File: src/icache_pkg.sv
package icache_pkg;

	// ----------------------------------------
	// bus widths
	// ----------------------------------------

	// byte address on both read ports
	typedef logic [31:0] addr_t;

	// one instruction word, also one cache line
	typedef logic [31:0] word_t;

	// satp page-number field, tags every line
	typedef logic [19:0] asid_t;

	// ----------------------------------------
	// read response codes
	// ----------------------------------------

	typedef logic [1:0] resp_t;

	localparam resp_t RESP_OKAY   = 2'd0;
	localparam resp_t RESP_SLVERR = 2'd2;

	// ----------------------------------------
	// line geometry
	// ----------------------------------------

	// byte offset inside a one-word line
	localparam int OFFSET_BITS = 2;

	// ----------------------------------------
	// controller FSM
	// ----------------------------------------

	typedef enum logic [1:0] {
		st_idle,
		st_wait_mem_ar,
		st_wait_mem_r,
		st_wait_ifu_r
	} icache_state_e;

endpackage

File: src/icache_tag_if.sv
`timescale 1ns/1ns

interface icache_tag_if #(
	parameter int INDEX_BITS = 4
);
	import icache_pkg::*;

	localparam int TAG_BITS = 32 - OFFSET_BITS - INDEX_BITS;

	// lookup request, steered by the controller
	addr_t lookup_addr;
	asid_t lookup_asid;
	// lookup result from the store
	logic  hit;
	logic  any_valid;
	// fill of one line and flush of all lines
	logic  fill_en;
	addr_t fill_addr;
	asid_t fill_asid;
	logic  flush_all;

	// address split, kept here so both sides agree on it
	logic [INDEX_BITS-1:0] lookup_index;
	logic [TAG_BITS-1:0]   lookup_tag;
	logic [INDEX_BITS-1:0] fill_index;
	logic [TAG_BITS-1:0]   fill_tag;

	assign lookup_index = lookup_addr[OFFSET_BITS +: INDEX_BITS];
	assign lookup_tag   = lookup_addr[OFFSET_BITS + INDEX_BITS +: TAG_BITS];
	assign fill_index   = fill_addr[OFFSET_BITS +: INDEX_BITS];
	assign fill_tag     = fill_addr[OFFSET_BITS + INDEX_BITS +: TAG_BITS];

	modport ctrl (
		output lookup_addr, lookup_asid, fill_en, fill_addr, fill_asid, flush_all,
		input  hit, any_valid
	);

	modport store (
		input  lookup_index, lookup_tag, lookup_asid,
		input  fill_en, fill_index, fill_tag, fill_asid, flush_all,
		output hit, any_valid
	);

endinterface

File: src/icache_tag_store.sv
`timescale 1ns/1ns

module icache_tag_store #(
	parameter int INDEX_BITS = 4
)(
	input logic         clk,
	input logic         rst,
	icache_tag_if.store tag
);
	import icache_pkg::*;

	localparam int LINES    = 1 << INDEX_BITS;
	localparam int TAG_BITS = 32 - OFFSET_BITS - INDEX_BITS;

	typedef logic [TAG_BITS-1:0] line_tag_t;

	// ----------------------------------------
	// line state
	// ----------------------------------------

	// one valid bit per line, the only state under reset
	logic [LINES-1:0] valid_q;
	// upper address bits of the cached word
	line_tag_t        tag_mem [LINES];
	// address space the word was fetched in
	asid_t            asid_mem [LINES];

	// valid bits: flush wins, fill sets one
	always_ff @(posedge clk) begin
		if (rst) begin
			valid_q <= '0;
		end else if (tag.flush_all) begin
			valid_q <= '0;
		end else if (tag.fill_en) begin
			valid_q[tag.fill_index] <= 1'b1;
		end
	end

	// tag and asid written alongside the data word
	always_ff @(posedge clk) begin
		if (tag.fill_en) begin
			tag_mem[tag.fill_index]  <= tag.fill_tag;
			asid_mem[tag.fill_index] <= tag.fill_asid;
		end
	end

	// ----------------------------------------
	// lookup
	// ----------------------------------------

	// hit needs valid line, same tag and same address space
	assign tag.hit = valid_q[tag.lookup_index]
		&& (tag_mem[tag.lookup_index] == tag.lookup_tag)
		&& (asid_mem[tag.lookup_index] == tag.lookup_asid);

	// lets the controller skip a flush of an already empty cache
	assign tag.any_valid = |valid_q;

	// controller must never fill and flush in one cycle
	assert property (@(posedge clk) disable iff (rst)
		!(tag.fill_en && tag.flush_all))
		else $error("icache_tag_store: fill_en and flush_all high together");

endmodule

File: src/icache_data_store.sv
`timescale 1ns/1ns

module icache_data_store #(
	parameter int INDEX_BITS = 4
)(
	input  logic              clk,
	input  icache_pkg::addr_t rd_addr,
	output icache_pkg::word_t rd_data,
	input  logic              wr_en,
	input  icache_pkg::addr_t wr_addr,
	input  icache_pkg::word_t wr_data
);
	import icache_pkg::*;

	localparam int LINES = 1 << INDEX_BITS;

	// one instruction word per line
	word_t mem [LINES];

	logic [INDEX_BITS-1:0] rd_index;
	logic [INDEX_BITS-1:0] wr_index;

	// index sits right above the byte offset
	assign rd_index = rd_addr[OFFSET_BITS +: INDEX_BITS];
	assign wr_index = wr_addr[OFFSET_BITS +: INDEX_BITS];

	// ----------------------------------------
	// array access
	// ----------------------------------------

	// fill from the memory response
	always_ff @(posedge clk) begin
		if (wr_en) begin
			mem[wr_index] <= wr_data;
		end
	end

	// combinational read, hit data goes out the same cycle
	assign rd_data = mem[rd_index];

endmodule

File: src/icache_ctrl.sv
`timescale 1ns/1ns

module icache_ctrl #(
	parameter int INDEX_BITS = 4
)(
	input  logic              clk,
	input  logic              rst,
	// fetch side
	input  icache_pkg::addr_t ifu_araddr,
	input  logic              ifu_arvalid,
	output logic              ifu_arready,
	output icache_pkg::word_t ifu_rdata,
	output icache_pkg::resp_t ifu_rresp,
	output logic              ifu_rvalid,
	input  logic              ifu_rready,
	// memory side
	output icache_pkg::addr_t mem_araddr,
	output logic              mem_arvalid,
	input  logic              mem_arready,
	input  icache_pkg::word_t mem_rdata,
	input  icache_pkg::resp_t mem_rresp,
	input  logic              mem_rvalid,
	output logic              mem_rready,
	// invalidation and address space
	input  logic              fence_i,
	input  icache_pkg::addr_t satp,
	// tag store and data store
	icache_tag_if.ctrl        tag,
	output icache_pkg::addr_t data_rd_addr,
	input  icache_pkg::word_t data_rd_data,
	output logic              data_wr_en,
	output icache_pkg::addr_t data_wr_addr,
	output icache_pkg::word_t data_wr_data
);
	import icache_pkg::*;

	icache_state_e state_q;
	logic          fence_pend_q;
	// request and response payload
	addr_t req_addr_q;
	asid_t req_asid_q;
	word_t rdata_q;
	resp_t rresp_q;

	logic  idle;
	logic  fence_now;
	logic  accept;
	logic  hit_fire;
	logic  mem_done;
	logic  fill_ok;
	addr_t lookup_addr;
	asid_t live_asid;

	// index must leave room for a tag
	initial assert (INDEX_BITS >= 1 && INDEX_BITS < 32 - OFFSET_BITS)
		else $fatal(1, "icache_ctrl: INDEX_BITS out of range");

	// ----------------------------------------
	// decode
	// ----------------------------------------

	assign idle      = (state_q == st_idle);
	// fence seen now or held over from a busy period
	assign fence_now = fence_i || fence_pend_q;
	assign live_asid = satp[31:12];
	assign accept    = ifu_arready && ifu_arvalid;
	assign hit_fire  = accept && tag.hit;
	assign mem_done  = (state_q == st_wait_mem_r) && mem_rvalid;
	// error responses are forwarded but never cached
	assign fill_ok   = mem_done && (mem_rresp == RESP_OKAY);

	// idle looks up the live fetch address, otherwise the held request
	assign lookup_addr     = idle ? ifu_araddr : req_addr_q;
	assign tag.lookup_addr = lookup_addr;
	assign tag.lookup_asid = idle ? live_asid : req_asid_q;
	assign data_rd_addr    = lookup_addr;

	// fill path
	assign tag.fill_en   = fill_ok;
	assign tag.fill_addr = req_addr_q;
	assign tag.fill_asid = req_asid_q;
	assign data_wr_en    = fill_ok;
	assign data_wr_addr  = req_addr_q;
	assign data_wr_data  = mem_rdata;

	// flush only when idle and something is still valid
	assign tag.flush_all = idle && fence_now && tag.any_valid;

	// ----------------------------------------
	// handshake outputs
	// ----------------------------------------

	assign ifu_arready = idle && !fence_now;
	// hit answers in the accept cycle, else from the latch
	assign ifu_rvalid  = hit_fire || (state_q == st_wait_ifu_r);
	assign ifu_rdata   = (state_q == st_wait_ifu_r) ? rdata_q : data_rd_data;
	assign ifu_rresp   = (state_q == st_wait_ifu_r) ? rresp_q : RESP_OKAY;
	assign mem_araddr  = {req_addr_q[31:OFFSET_BITS], {OFFSET_BITS{1'b0}}};
	assign mem_arvalid = (state_q == st_wait_mem_ar);
	assign mem_rready  = (state_q == st_wait_mem_r);

	// FSM and pending fence
	always_ff @(posedge clk) begin
		if (rst) begin
			state_q      <= st_idle;
			fence_pend_q <= 1'b0;
		end else begin
			case (state_q)
				st_idle: begin
					if (fence_now) begin
						// flush happens this edge, fence consumed
						fence_pend_q <= 1'b0;
					end else if (ifu_arvalid) begin
						if (!tag.hit) begin
							state_q <= st_wait_mem_ar;
						end else if (!ifu_rready) begin
							state_q <= st_wait_ifu_r;
						end
					end
				end
				st_wait_mem_ar: begin
					if (mem_arready) begin
						state_q <= st_wait_mem_r;
					end
				end
				st_wait_mem_r: begin
					if (mem_rvalid) begin
						state_q <= st_wait_ifu_r;
					end
				end
				st_wait_ifu_r: begin
					if (ifu_rready) begin
						state_q <= st_idle;
					end
				end
				default: state_q <= st_idle;
			endcase
			// busy, so remember the fence for the next idle cycle
			if (!idle && fence_i) begin
				fence_pend_q <= 1'b1;
			end
		end
	end

	// payload latches
	always_ff @(posedge clk) begin
		if (accept) begin
			req_addr_q <= ifu_araddr;
			req_asid_q <= live_asid;
		end
		if (hit_fire) begin
			rdata_q <= data_rd_data;
			rresp_q <= RESP_OKAY;
		end else if (mem_done) begin
			rdata_q <= mem_rdata;
			rresp_q <= mem_rresp;
		end
	end

	// ----------------------------------------
	// protocol checks
	// ----------------------------------------

	// address request held with a stable address until taken
	assert property (@(posedge clk) disable iff (rst)
		mem_arvalid && !mem_arready |=> mem_arvalid && $stable(mem_araddr))
		else $error("icache_ctrl: mem_arvalid dropped before mem_arready");

	// fetch response held until the fetch unit takes it
	assert property (@(posedge clk) disable iff (rst)
		ifu_rvalid && !ifu_rready |=> ifu_rvalid)
		else $error("icache_ctrl: ifu_rvalid dropped before ifu_rready");

endmodule

File: src/icache_top.sv
`timescale 1ns/1ns

module icache_top #(
	parameter int INDEX_BITS = 4
)(
	input  logic              clk,
	input  logic              rst,
	// fetch side read port
	input  icache_pkg::addr_t ifu_araddr,
	input  logic              ifu_arvalid,
	output logic              ifu_arready,
	output icache_pkg::word_t ifu_rdata,
	output icache_pkg::resp_t ifu_rresp,
	output logic              ifu_rvalid,
	input  logic              ifu_rready,
	// memory side read port
	output icache_pkg::addr_t mem_araddr,
	output logic              mem_arvalid,
	input  logic              mem_arready,
	input  icache_pkg::word_t mem_rdata,
	input  icache_pkg::resp_t mem_rresp,
	input  logic              mem_rvalid,
	output logic              mem_rready,
	// fence pulse and current satp
	input  logic              fence_i,
	input  icache_pkg::addr_t satp
);
	import icache_pkg::*;

	// data array path
	addr_t data_rd_addr;
	word_t data_rd_data;
	logic  data_wr_en;
	addr_t data_wr_addr;
	word_t data_wr_data;

	// ----------------------------------------
	// tag lookup and update path
	// ----------------------------------------

	icache_tag_if #(.INDEX_BITS(INDEX_BITS)) i_tag_if ();

	icache_tag_store #(.INDEX_BITS(INDEX_BITS)) i_tag_store (
		.clk (clk),
		.rst (rst),
		.tag (i_tag_if.store)
	);

	// word array, no reset
	icache_data_store #(.INDEX_BITS(INDEX_BITS)) i_data_store (
		.clk     (clk),
		.rd_addr (data_rd_addr),
		.rd_data (data_rd_data),
		.wr_en   (data_wr_en),
		.wr_addr (data_wr_addr),
		.wr_data (data_wr_data)
	);

	// FSM and both handshakes
	icache_ctrl #(.INDEX_BITS(INDEX_BITS)) i_ctrl (
		.clk          (clk),
		.rst          (rst),
		.ifu_araddr   (ifu_araddr),
		.ifu_arvalid  (ifu_arvalid),
		.ifu_arready  (ifu_arready),
		.ifu_rdata    (ifu_rdata),
		.ifu_rresp    (ifu_rresp),
		.ifu_rvalid   (ifu_rvalid),
		.ifu_rready   (ifu_rready),
		.mem_araddr   (mem_araddr),
		.mem_arvalid  (mem_arvalid),
		.mem_arready  (mem_arready),
		.mem_rdata    (mem_rdata),
		.mem_rresp    (mem_rresp),
		.mem_rvalid   (mem_rvalid),
		.mem_rready   (mem_rready),
		.fence_i      (fence_i),
		.satp         (satp),
		.tag          (i_tag_if.ctrl),
		.data_rd_addr (data_rd_addr),
		.data_rd_data (data_rd_data),
		.data_wr_en   (data_wr_en),
		.data_wr_addr (data_wr_addr),
		.data_wr_data (data_wr_data)
	);

endmodule

File: config.mk
export PLATFORM = sky130hd
export DESIGN_NAME = icache_top
export DESIGN_NICKNAME = d
export VERILOG_FILES = /design/src/icache_pkg.sv /design/src/icache_tag_if.sv /design/src/icache_tag_store.sv /design/src/icache_data_store.sv /design/src/icache_ctrl.sv /design/src/icache_top.sv
export SDC_FILE = /design/constraint.sdc
export NUM_CORES = 2
export LEC_CHECK = 0
export BUFFER_PORTS_ARGS = -buffer_cell sky130_fd_sc_hd__buf_2
export CAP_MARGIN = 20
export CORE_MARGIN = 2
export CORE_UTILIZATION = 54
export CTS_CLUSTER_SIZE = 25
export DETAILED_ROUTE_END_ITERATION = 7
export HOLD_SLACK_MARGIN = 0.1
export PLACE_DENSITY_LB_ADDON = 0.12
export SLEW_MARGIN = 15
export SYNTH_ARGS = -nofsm -noshare
export SYNTH_HDL_FRONTEND = slang
export SYNTH_HIERARCHICAL = 1
export SYNTH_SLANG_ARGS = --single-unit
File: constraint.sdc
create_clock -name clk -period 5.4 [get_ports clk]
set_input_delay 1.08 -clock clk [delete_from_list [all_inputs] [get_ports clk]]
set_output_delay 1.08 -clock clk [all_outputs]
set_load 0.03 [all_outputs]
Word level (Yosys, flattened, before mapping)

Memory sizes are Yosys's and may differ from the RTL's.
Cells that the tools add are included.

$lt $le $gt $ge: 3
Equality and inequality tests: 11
Multiplexer cells: 23
Bitwise operators: 1
Reduce and logical (&&, ||, !) cells: 24

Operators with widths:

| operator                                                                            | count |
|---|---|
| 32-bit 2-to-1 mux                                                                   | 4 |
| 26-bit equality test                                                                | 1 |
| 20-bit equality test                                                                | 1 |
| 20-bit 2-to-1 mux                                                                   | 1 |
| 2-bit 2-to-1 mux                                                                    | 8 |
| 16-bit bitwise OR                                                                   | 1 |
| 16-bit OR reduction                                                                 | 1 |
| 1-bit logical AND                                                                   | 11 |
| 4-bit by 5-bit less-than comparator with 1-bit output, second input constant        | 2 |
| 2-bit != test, second input constant                                                | 4 |
| 2-bit case mux with 4 select lines                                                  | 1 |
| 1-bit 2-to-1 mux                                                                    | 7 |
| 6-bit AND reduction                                                                 | 1 |
| 2-bit nonzero test                                                                  | 3 |
| 1-bit binary-select mux with 4-bit select                                           | 1 |
| 1-bit demux with 4-bit select                                                       | 1 |
| 2-bit equality test, second input constant                                          | 2 |
| 4-bit by 1-bit greater-or-equal comparator with 1-bit output, second input constant | 1 |
| 2-bit zero test                                                                     | 2 |
| 3-bit != test, second input constant                                                | 1 |
| 2-bit by 1-bit equality test with 1-bit output, second input constant               | 1 |
| 1-bit zero test                                                                     | 2 |
| 1-bit logical OR                                                                    | 2 |
| 2-bit by 1-bit != test with 1-bit output, second input constant                     | 1 |
| other kinds (2)                                                                     | 2 |

Register bits: 105
Bits in writable memories: 1248
Input bits: 105
Output and inout port bits: 70
Logic and storage cells: 72
Memories: 3

Memories:

| name                 | words | bits a word | rd ports | clocked after memory_dff | wr ports | RTL line                | text |
|---|---|---|---|---|---|---|---|
| i_data_store.mem     | 16    | 32          | 1        | 0                        | 1        | icache_data_store.sv:18 | `word_t mem [LINES];` |
| i_tag_store.tag_mem  | 16    | 26          | 1        | 0                        | 1        | icache_tag_store.sv:24  | `line_tag_t tag_mem [LINES];` |
| i_tag_store.asid_mem | 16    | 20          | 1        | 0                        | 1        | icache_tag_store.sv:26  | `asid_t asid_mem [LINES];` |

Longest topological paths before layout

Depth in word-level cells: 10
Mapped depth: 22
Gate-level depth less buffers: 14

By module

Netlist, hierarchy kept.

Modules (own cells, without submodules):

| module            | times used | cells each | area an instance (µm²) | seq. area each (µm²) |
|---|---|---|---|---|
| icache_tag_store  | 1          | 1352       | 29542.1                | 22421.5 |
| icache_data_store | 1          | 806        | 19195.9                | 15374.7 |
| icache_ctrl       | 1          | 389        | 5400.2                 | 2622.5 |

Worst setup path before layout

Ideal clock, no wire load.

Path kind: input to register
Start point: input mem_rvalid
End point: memory i_tag_store/asid_mem[0][0] (netlist bit), enable pin
Setup time: 0.509 ns
Arrival time: 5.390 ns
Data required time: 4.891 ns
Path slack: -0.499 ns
Cell stages on the path: 5
Path buffers: 1
Cell sequence: nand2_1 > nor3_1 > buf_4 > or3b_2 > nor3_1

Cells in the longest elaborated chain, start to end: 4

RTL lines:

| element                                | RTL line               | text |
|---|---|---|
| start, declared                        | icache_top.sv:22       | `input logic mem_rvalid,` |
| 1-bit logical AND                      | icache_ctrl.sv:68      | `assign mem_done = (state_q == st_wait_mem_r) && mem_rvalid;` |
| 1-bit logical AND                      | icache_ctrl.sv:70      | `assign fill_ok = mem_done && (mem_rresp == RESP_OKAY);` |
| named net data_wr_en                   | icache_top.sv:33       | `logic data_wr_en;` |
| 1-bit 2-to-1 mux                       | icache_tag_store.sv:41 | `if (tag.fill_en) begin` |
| 1-bit 2-to-1 mux (implied by the code) | icache_tag_store.sv:43 | `asid_mem[tag.fill_index] <= tag.fill_asid;` |
| end, declared                          | icache_tag_store.sv:26 |  |

The timed path passes the listed nets, and every way through them passes these cells.

Final worst setup path

Start point: register i_ctrl.state_q[0]
End point: output ifu_rvalid

Cells in the longest elaborated chain, start to end: 8
Elaborated cells on any way between the ends: 16
Classes of those cells: 3 x eq/ne; 4 x mux; 7 x reduce/logical; 2 x memory

RTL lines:

| element                                                                              | RTL line                                       | text |
|---|---|---|
| start, declared                                                                      | icache_ctrl.sv:37                              | `icache_state_e state_q;` |
| start signal, assigned                                                               | icache_ctrl.sv:105                             | `state_q <= st_idle;` |
| start signal, assigned                                                               | icache_ctrl.sv:115                             | `state_q <= st_wait_mem_ar;` |
| start signal, assigned                                                               | icache_ctrl.sv:117                             | `state_q <= st_wait_ifu_r;` |
| 2-bit zero test *                                                                    | icache_ctrl.sv:62                              | `assign idle = (state_q == st_idle);` |
| 32-bit 2-to-1 mux *                                                                  | icache_ctrl.sv:73                              | `assign lookup_addr = idle ? ifu_araddr : req_addr_q;` |
| named net data_rd_addr[3]                                                            | icache_top.sv:31                               | `addr_t data_rd_addr;` |
| memory read 16 x 26 bit or 1-bit binary-select mux with 4-bit select (tied branches) | -                                              |  |
| 26-bit equality test or 1-bit 2-to-1 mux (tied branches)                             | icache_tag_store.sv:53, icache_tag_store.sv:52 |  |
| 1-bit logical AND                                                                    | icache_tag_store.sv:53                         | `&& (tag_mem[tag.lookup_index] == tag.lookup_tag)` |
| 1-bit logical AND *                                                                  | icache_tag_store.sv:54                         | `&& (asid_mem[tag.lookup_index] == tag.lookup_asid);` |
| named net i_tag_if.hit                                                               | icache_tag_if.sv:14                            | `logic hit;` |
| 1-bit logical AND *                                                                  | icache_ctrl.sv:67                              | `assign hit_fire = accept && tag.hit;` |
| 1-bit logical OR *                                                                   | icache_ctrl.sv:95                              | `assign ifu_rvalid = hit_fire \|\| (state_q == st_wait_ifu_r);` |
| end, declared                                                                        | icache_top.sv:14                               | `output logic ifu_rvalid,` |

Mark *: on every way through the listed nets, which the timed path passes. The rest lies on a longest branch. The select of a mux whose other input is x is not followed.

==> results.toml <==
[critical_path]
crit_required_ps = 4320
cp-start-kind = "flop"
crit_chain = "inv_2 > ha_4 > buf_6 > mux2_8 > buf_12 > buf_12 > mux4_2 > mux2i_1 > o221ai_2 > a21oi_2 > and3_1 > nand4_1 > a2111oi_4 > buf_12 > nand2_8 > nand2b_4 > buf_6"
r2r_setup_slack_ps = 360
arrival_ps = 4770
critPathCaptureType = "output port"
r2r_cells = 18
crit_top_cell = "buf_12"
critical-path-slowest-cell = "mux4_2"
setup.worst_path.class = "flop to output port"
r2r_end = "i_ctrl/rdata_q[21]"
max_stage_delay_ps = 430
worstPathMaxFanout = 17
reg2reg_from = "i_ctrl/state_q[0]"

[grt]
grtUsageMet3_pct = 4.65
antenna_found_initial = 9
grt_use_total_pct = 25.5
grt_busiest_layer = "met2"
met1_usage_pct = 33.6
first_global_vias = 27417
overflow = 0
grtUsageMet2_pct = 43.3
grt_pass1_wl_mm = 186
grt_max_degree = 63

[clock_network]
clk_latency_ps = 730
cts_tree = "done"
cts_hold_buffers = 0
clock-sinks = 1351
cts_buffer_depth = 3
cts_root_buffer = "clkbuf_16"
htreeDepth = 4
numCtsBuffers = 139
clk_pin_slew_worst_paths_ps = 60

[synthesis]
synth.cell_area_um2 = 54000
syn_inst = 2539
ys_warn_count = 6
avgSynthCellArea_um2 = 21.3

[routing]
vias_per_cell = 6.18
drtIter0Drc = 2633
vias = 26190
drc_errors = 0
antenna_left = 0
drt_first_pass_iters = 5
avgRoutedWirePerCell_um = 30.6
routed_wl_mm = 130

[min_path]
hold_path.class = "flop to flop"
whs_path_depth = 1
min_to = "i_tag_store/valid_q[4]"
hp-start = "i_tag_store/valid_q[4]"

[timing]
hold_violations = 0
worstMarginPinSlew_ps = 1130
slew_viol_final = 0
finalCriticalPeriod_ps = 5850
rsz0062_at_grt = "yes"
relSlewSlack_pct = 24.4
timing.fmax_mhz = 171
fin_crit_sh_pct = 108
fin_worst_skew_ps = 23.4
setup_ws_ps = -450
setup_viol = 1

[status]
status = "complete, but fails checks"
failed_checks = "setup timing"

[finish]
drive_gt1_share_pct = 37.8
utilization_pct = 62.5
nNetsFinal = 2943
fin_area_um2 = 62200
area_growth_pct = 15.1
final_cell_count_no_fill = 4237

[place]
post_dp_cell_area_um2 = 57200
dp.cells = 3963
gp_congestion = 0.824
hpwl_mm = 73.8
io_buffer_count = 158

[floorplan]
fp.dieH_um = 320
rows = 116
start_util_pct = 54.3
core_um2 = 99600
ioPinCount = 175
die_w_um = 320
dieArea_um2 = 103000

[pwr]
peakVddDrop_v = 0.000291
p_per_area_nw_per_um2 = 391
leakage_nw = 20.5

[flow_run]
drv_cap = 0
-- metal layers --
metal  vias to the layer above  part of all wire (%)
li1                      11057                     -
met1                     13939                    39
met2                       936                    51
met3                       244                   6.0
met4                        14                   3.1
met5                         -                 0.063
-- per-stage QoR --
stage / hold slack [ps] / setup TNS [ps] / power (W) / setup WS [ps]
floorplan: 458 / -19850 / 0.0141 / -148
global placement: 470 / -12920 / 0.0152 / -369
detailed placement: 486 / -15980 / 0.0152 / -399
CTS: 496 / -449 / 0.0244 / -449
global route: 514 / -553 / 0.0251 / -553
finish: 502 / -450 / 0.0243 / -450
-- repair_timing --
item / CTS / global route
cloned: 4 / 2
setup buffers: 7 / 14
endpoints found under the setup margin: 23 / 2
pin swaps: 14 / 14
resized for setup: 51 / 20
hold endpoints to repair: 0 / 0
-- power by group --
| group | internal (W) | leakage (nW) | switching, W |
|---|---|---|---|
| Sequential | 0.0116 | 12.1 | 0.0000998 |
| Clock | 0.00525 | 2.10 | 0.00384 |
| Combinational | 0.00163 | 6.24 | 0.00189 |
| Total | 0.0185 | 20.5 | 0.00583 |
-- placed cells by master (no fill, tap or decap), types with 19 or more instances in the layout --
cell type  count
mux4_2       311
mux2i_1       53
nand2_1       52
nor2_4        25
buf_2        157
mux2_2        94
buf_4        180
dfxtp_1       20
buf_12        39
xor2_1        26
mux2_4        30
clkbuf_1      35
clkinv_1      25
a22oi_1       69
nor2_1        19
edfxtp_1    1330
clkinv_2      23
clkbuf_16    147
-- flip-flops by register name, summed over array words and instances, names as in the netlist --
register / count
i_ctrl/tag.fill_asid: 20
i_ctrl/rresp_q: 2
i_ctrl/fence_pend_q: 1
i_ctrl/rdata_q: 32
i_ctrl/state_q: 2
i_ctrl/data_wr_addr: 30
i_tag_store/asid_mem: 320
i_data_store/mem: 512
i_tag_store/tag_mem: 416
i_tag_store/valid_q: 16
-- cell type report --
cell class                 instances  area, um^2
antenna                            2        5.00
clock buffer                     181        3770
multi-input combinational        924       12600
inverter                          22        82.6
sequential                      1351       40400
timing repair buffer             395        3270
fill                            6885       37400
clock inverter                    64         519
tap                             1298        1620
-- worst max-delay path by stage --
| stage | slack, ps | from | depth (start not counted) | end |
|---|---|---|---|---|
| after global placement | -370 | ifu_araddr[2] | 14 | ifu_rvalid |
| after global routing | -550 | i_ctrl/state_q[0] | 16 | ifu_rvalid |
| after CTS | -450 | i_ctrl/state_q[1] | 15 | ifu_rvalid |
| final | -450 | i_ctrl/state_q[0] | 17 | ifu_rvalid |
| after detailed placement | -400 | ifu_araddr[2] | 14 | ifu_rvalid |
| after floorplan | -150 | mem_rvalid | 5 | i_tag_store/asid_mem[1][0] |
-- critical path: cells and delay by family (launching register included) --
family	cells	cell delay [ps]
AOI/OAI and AO/OA	3	880
adders and majority gates	1	250
buffers and inverters	6	860
DFF	1	320
muxes	3	1110
and+or+nand+nor	4	570
Note: power is estimated with default switching activity, not from simulation.
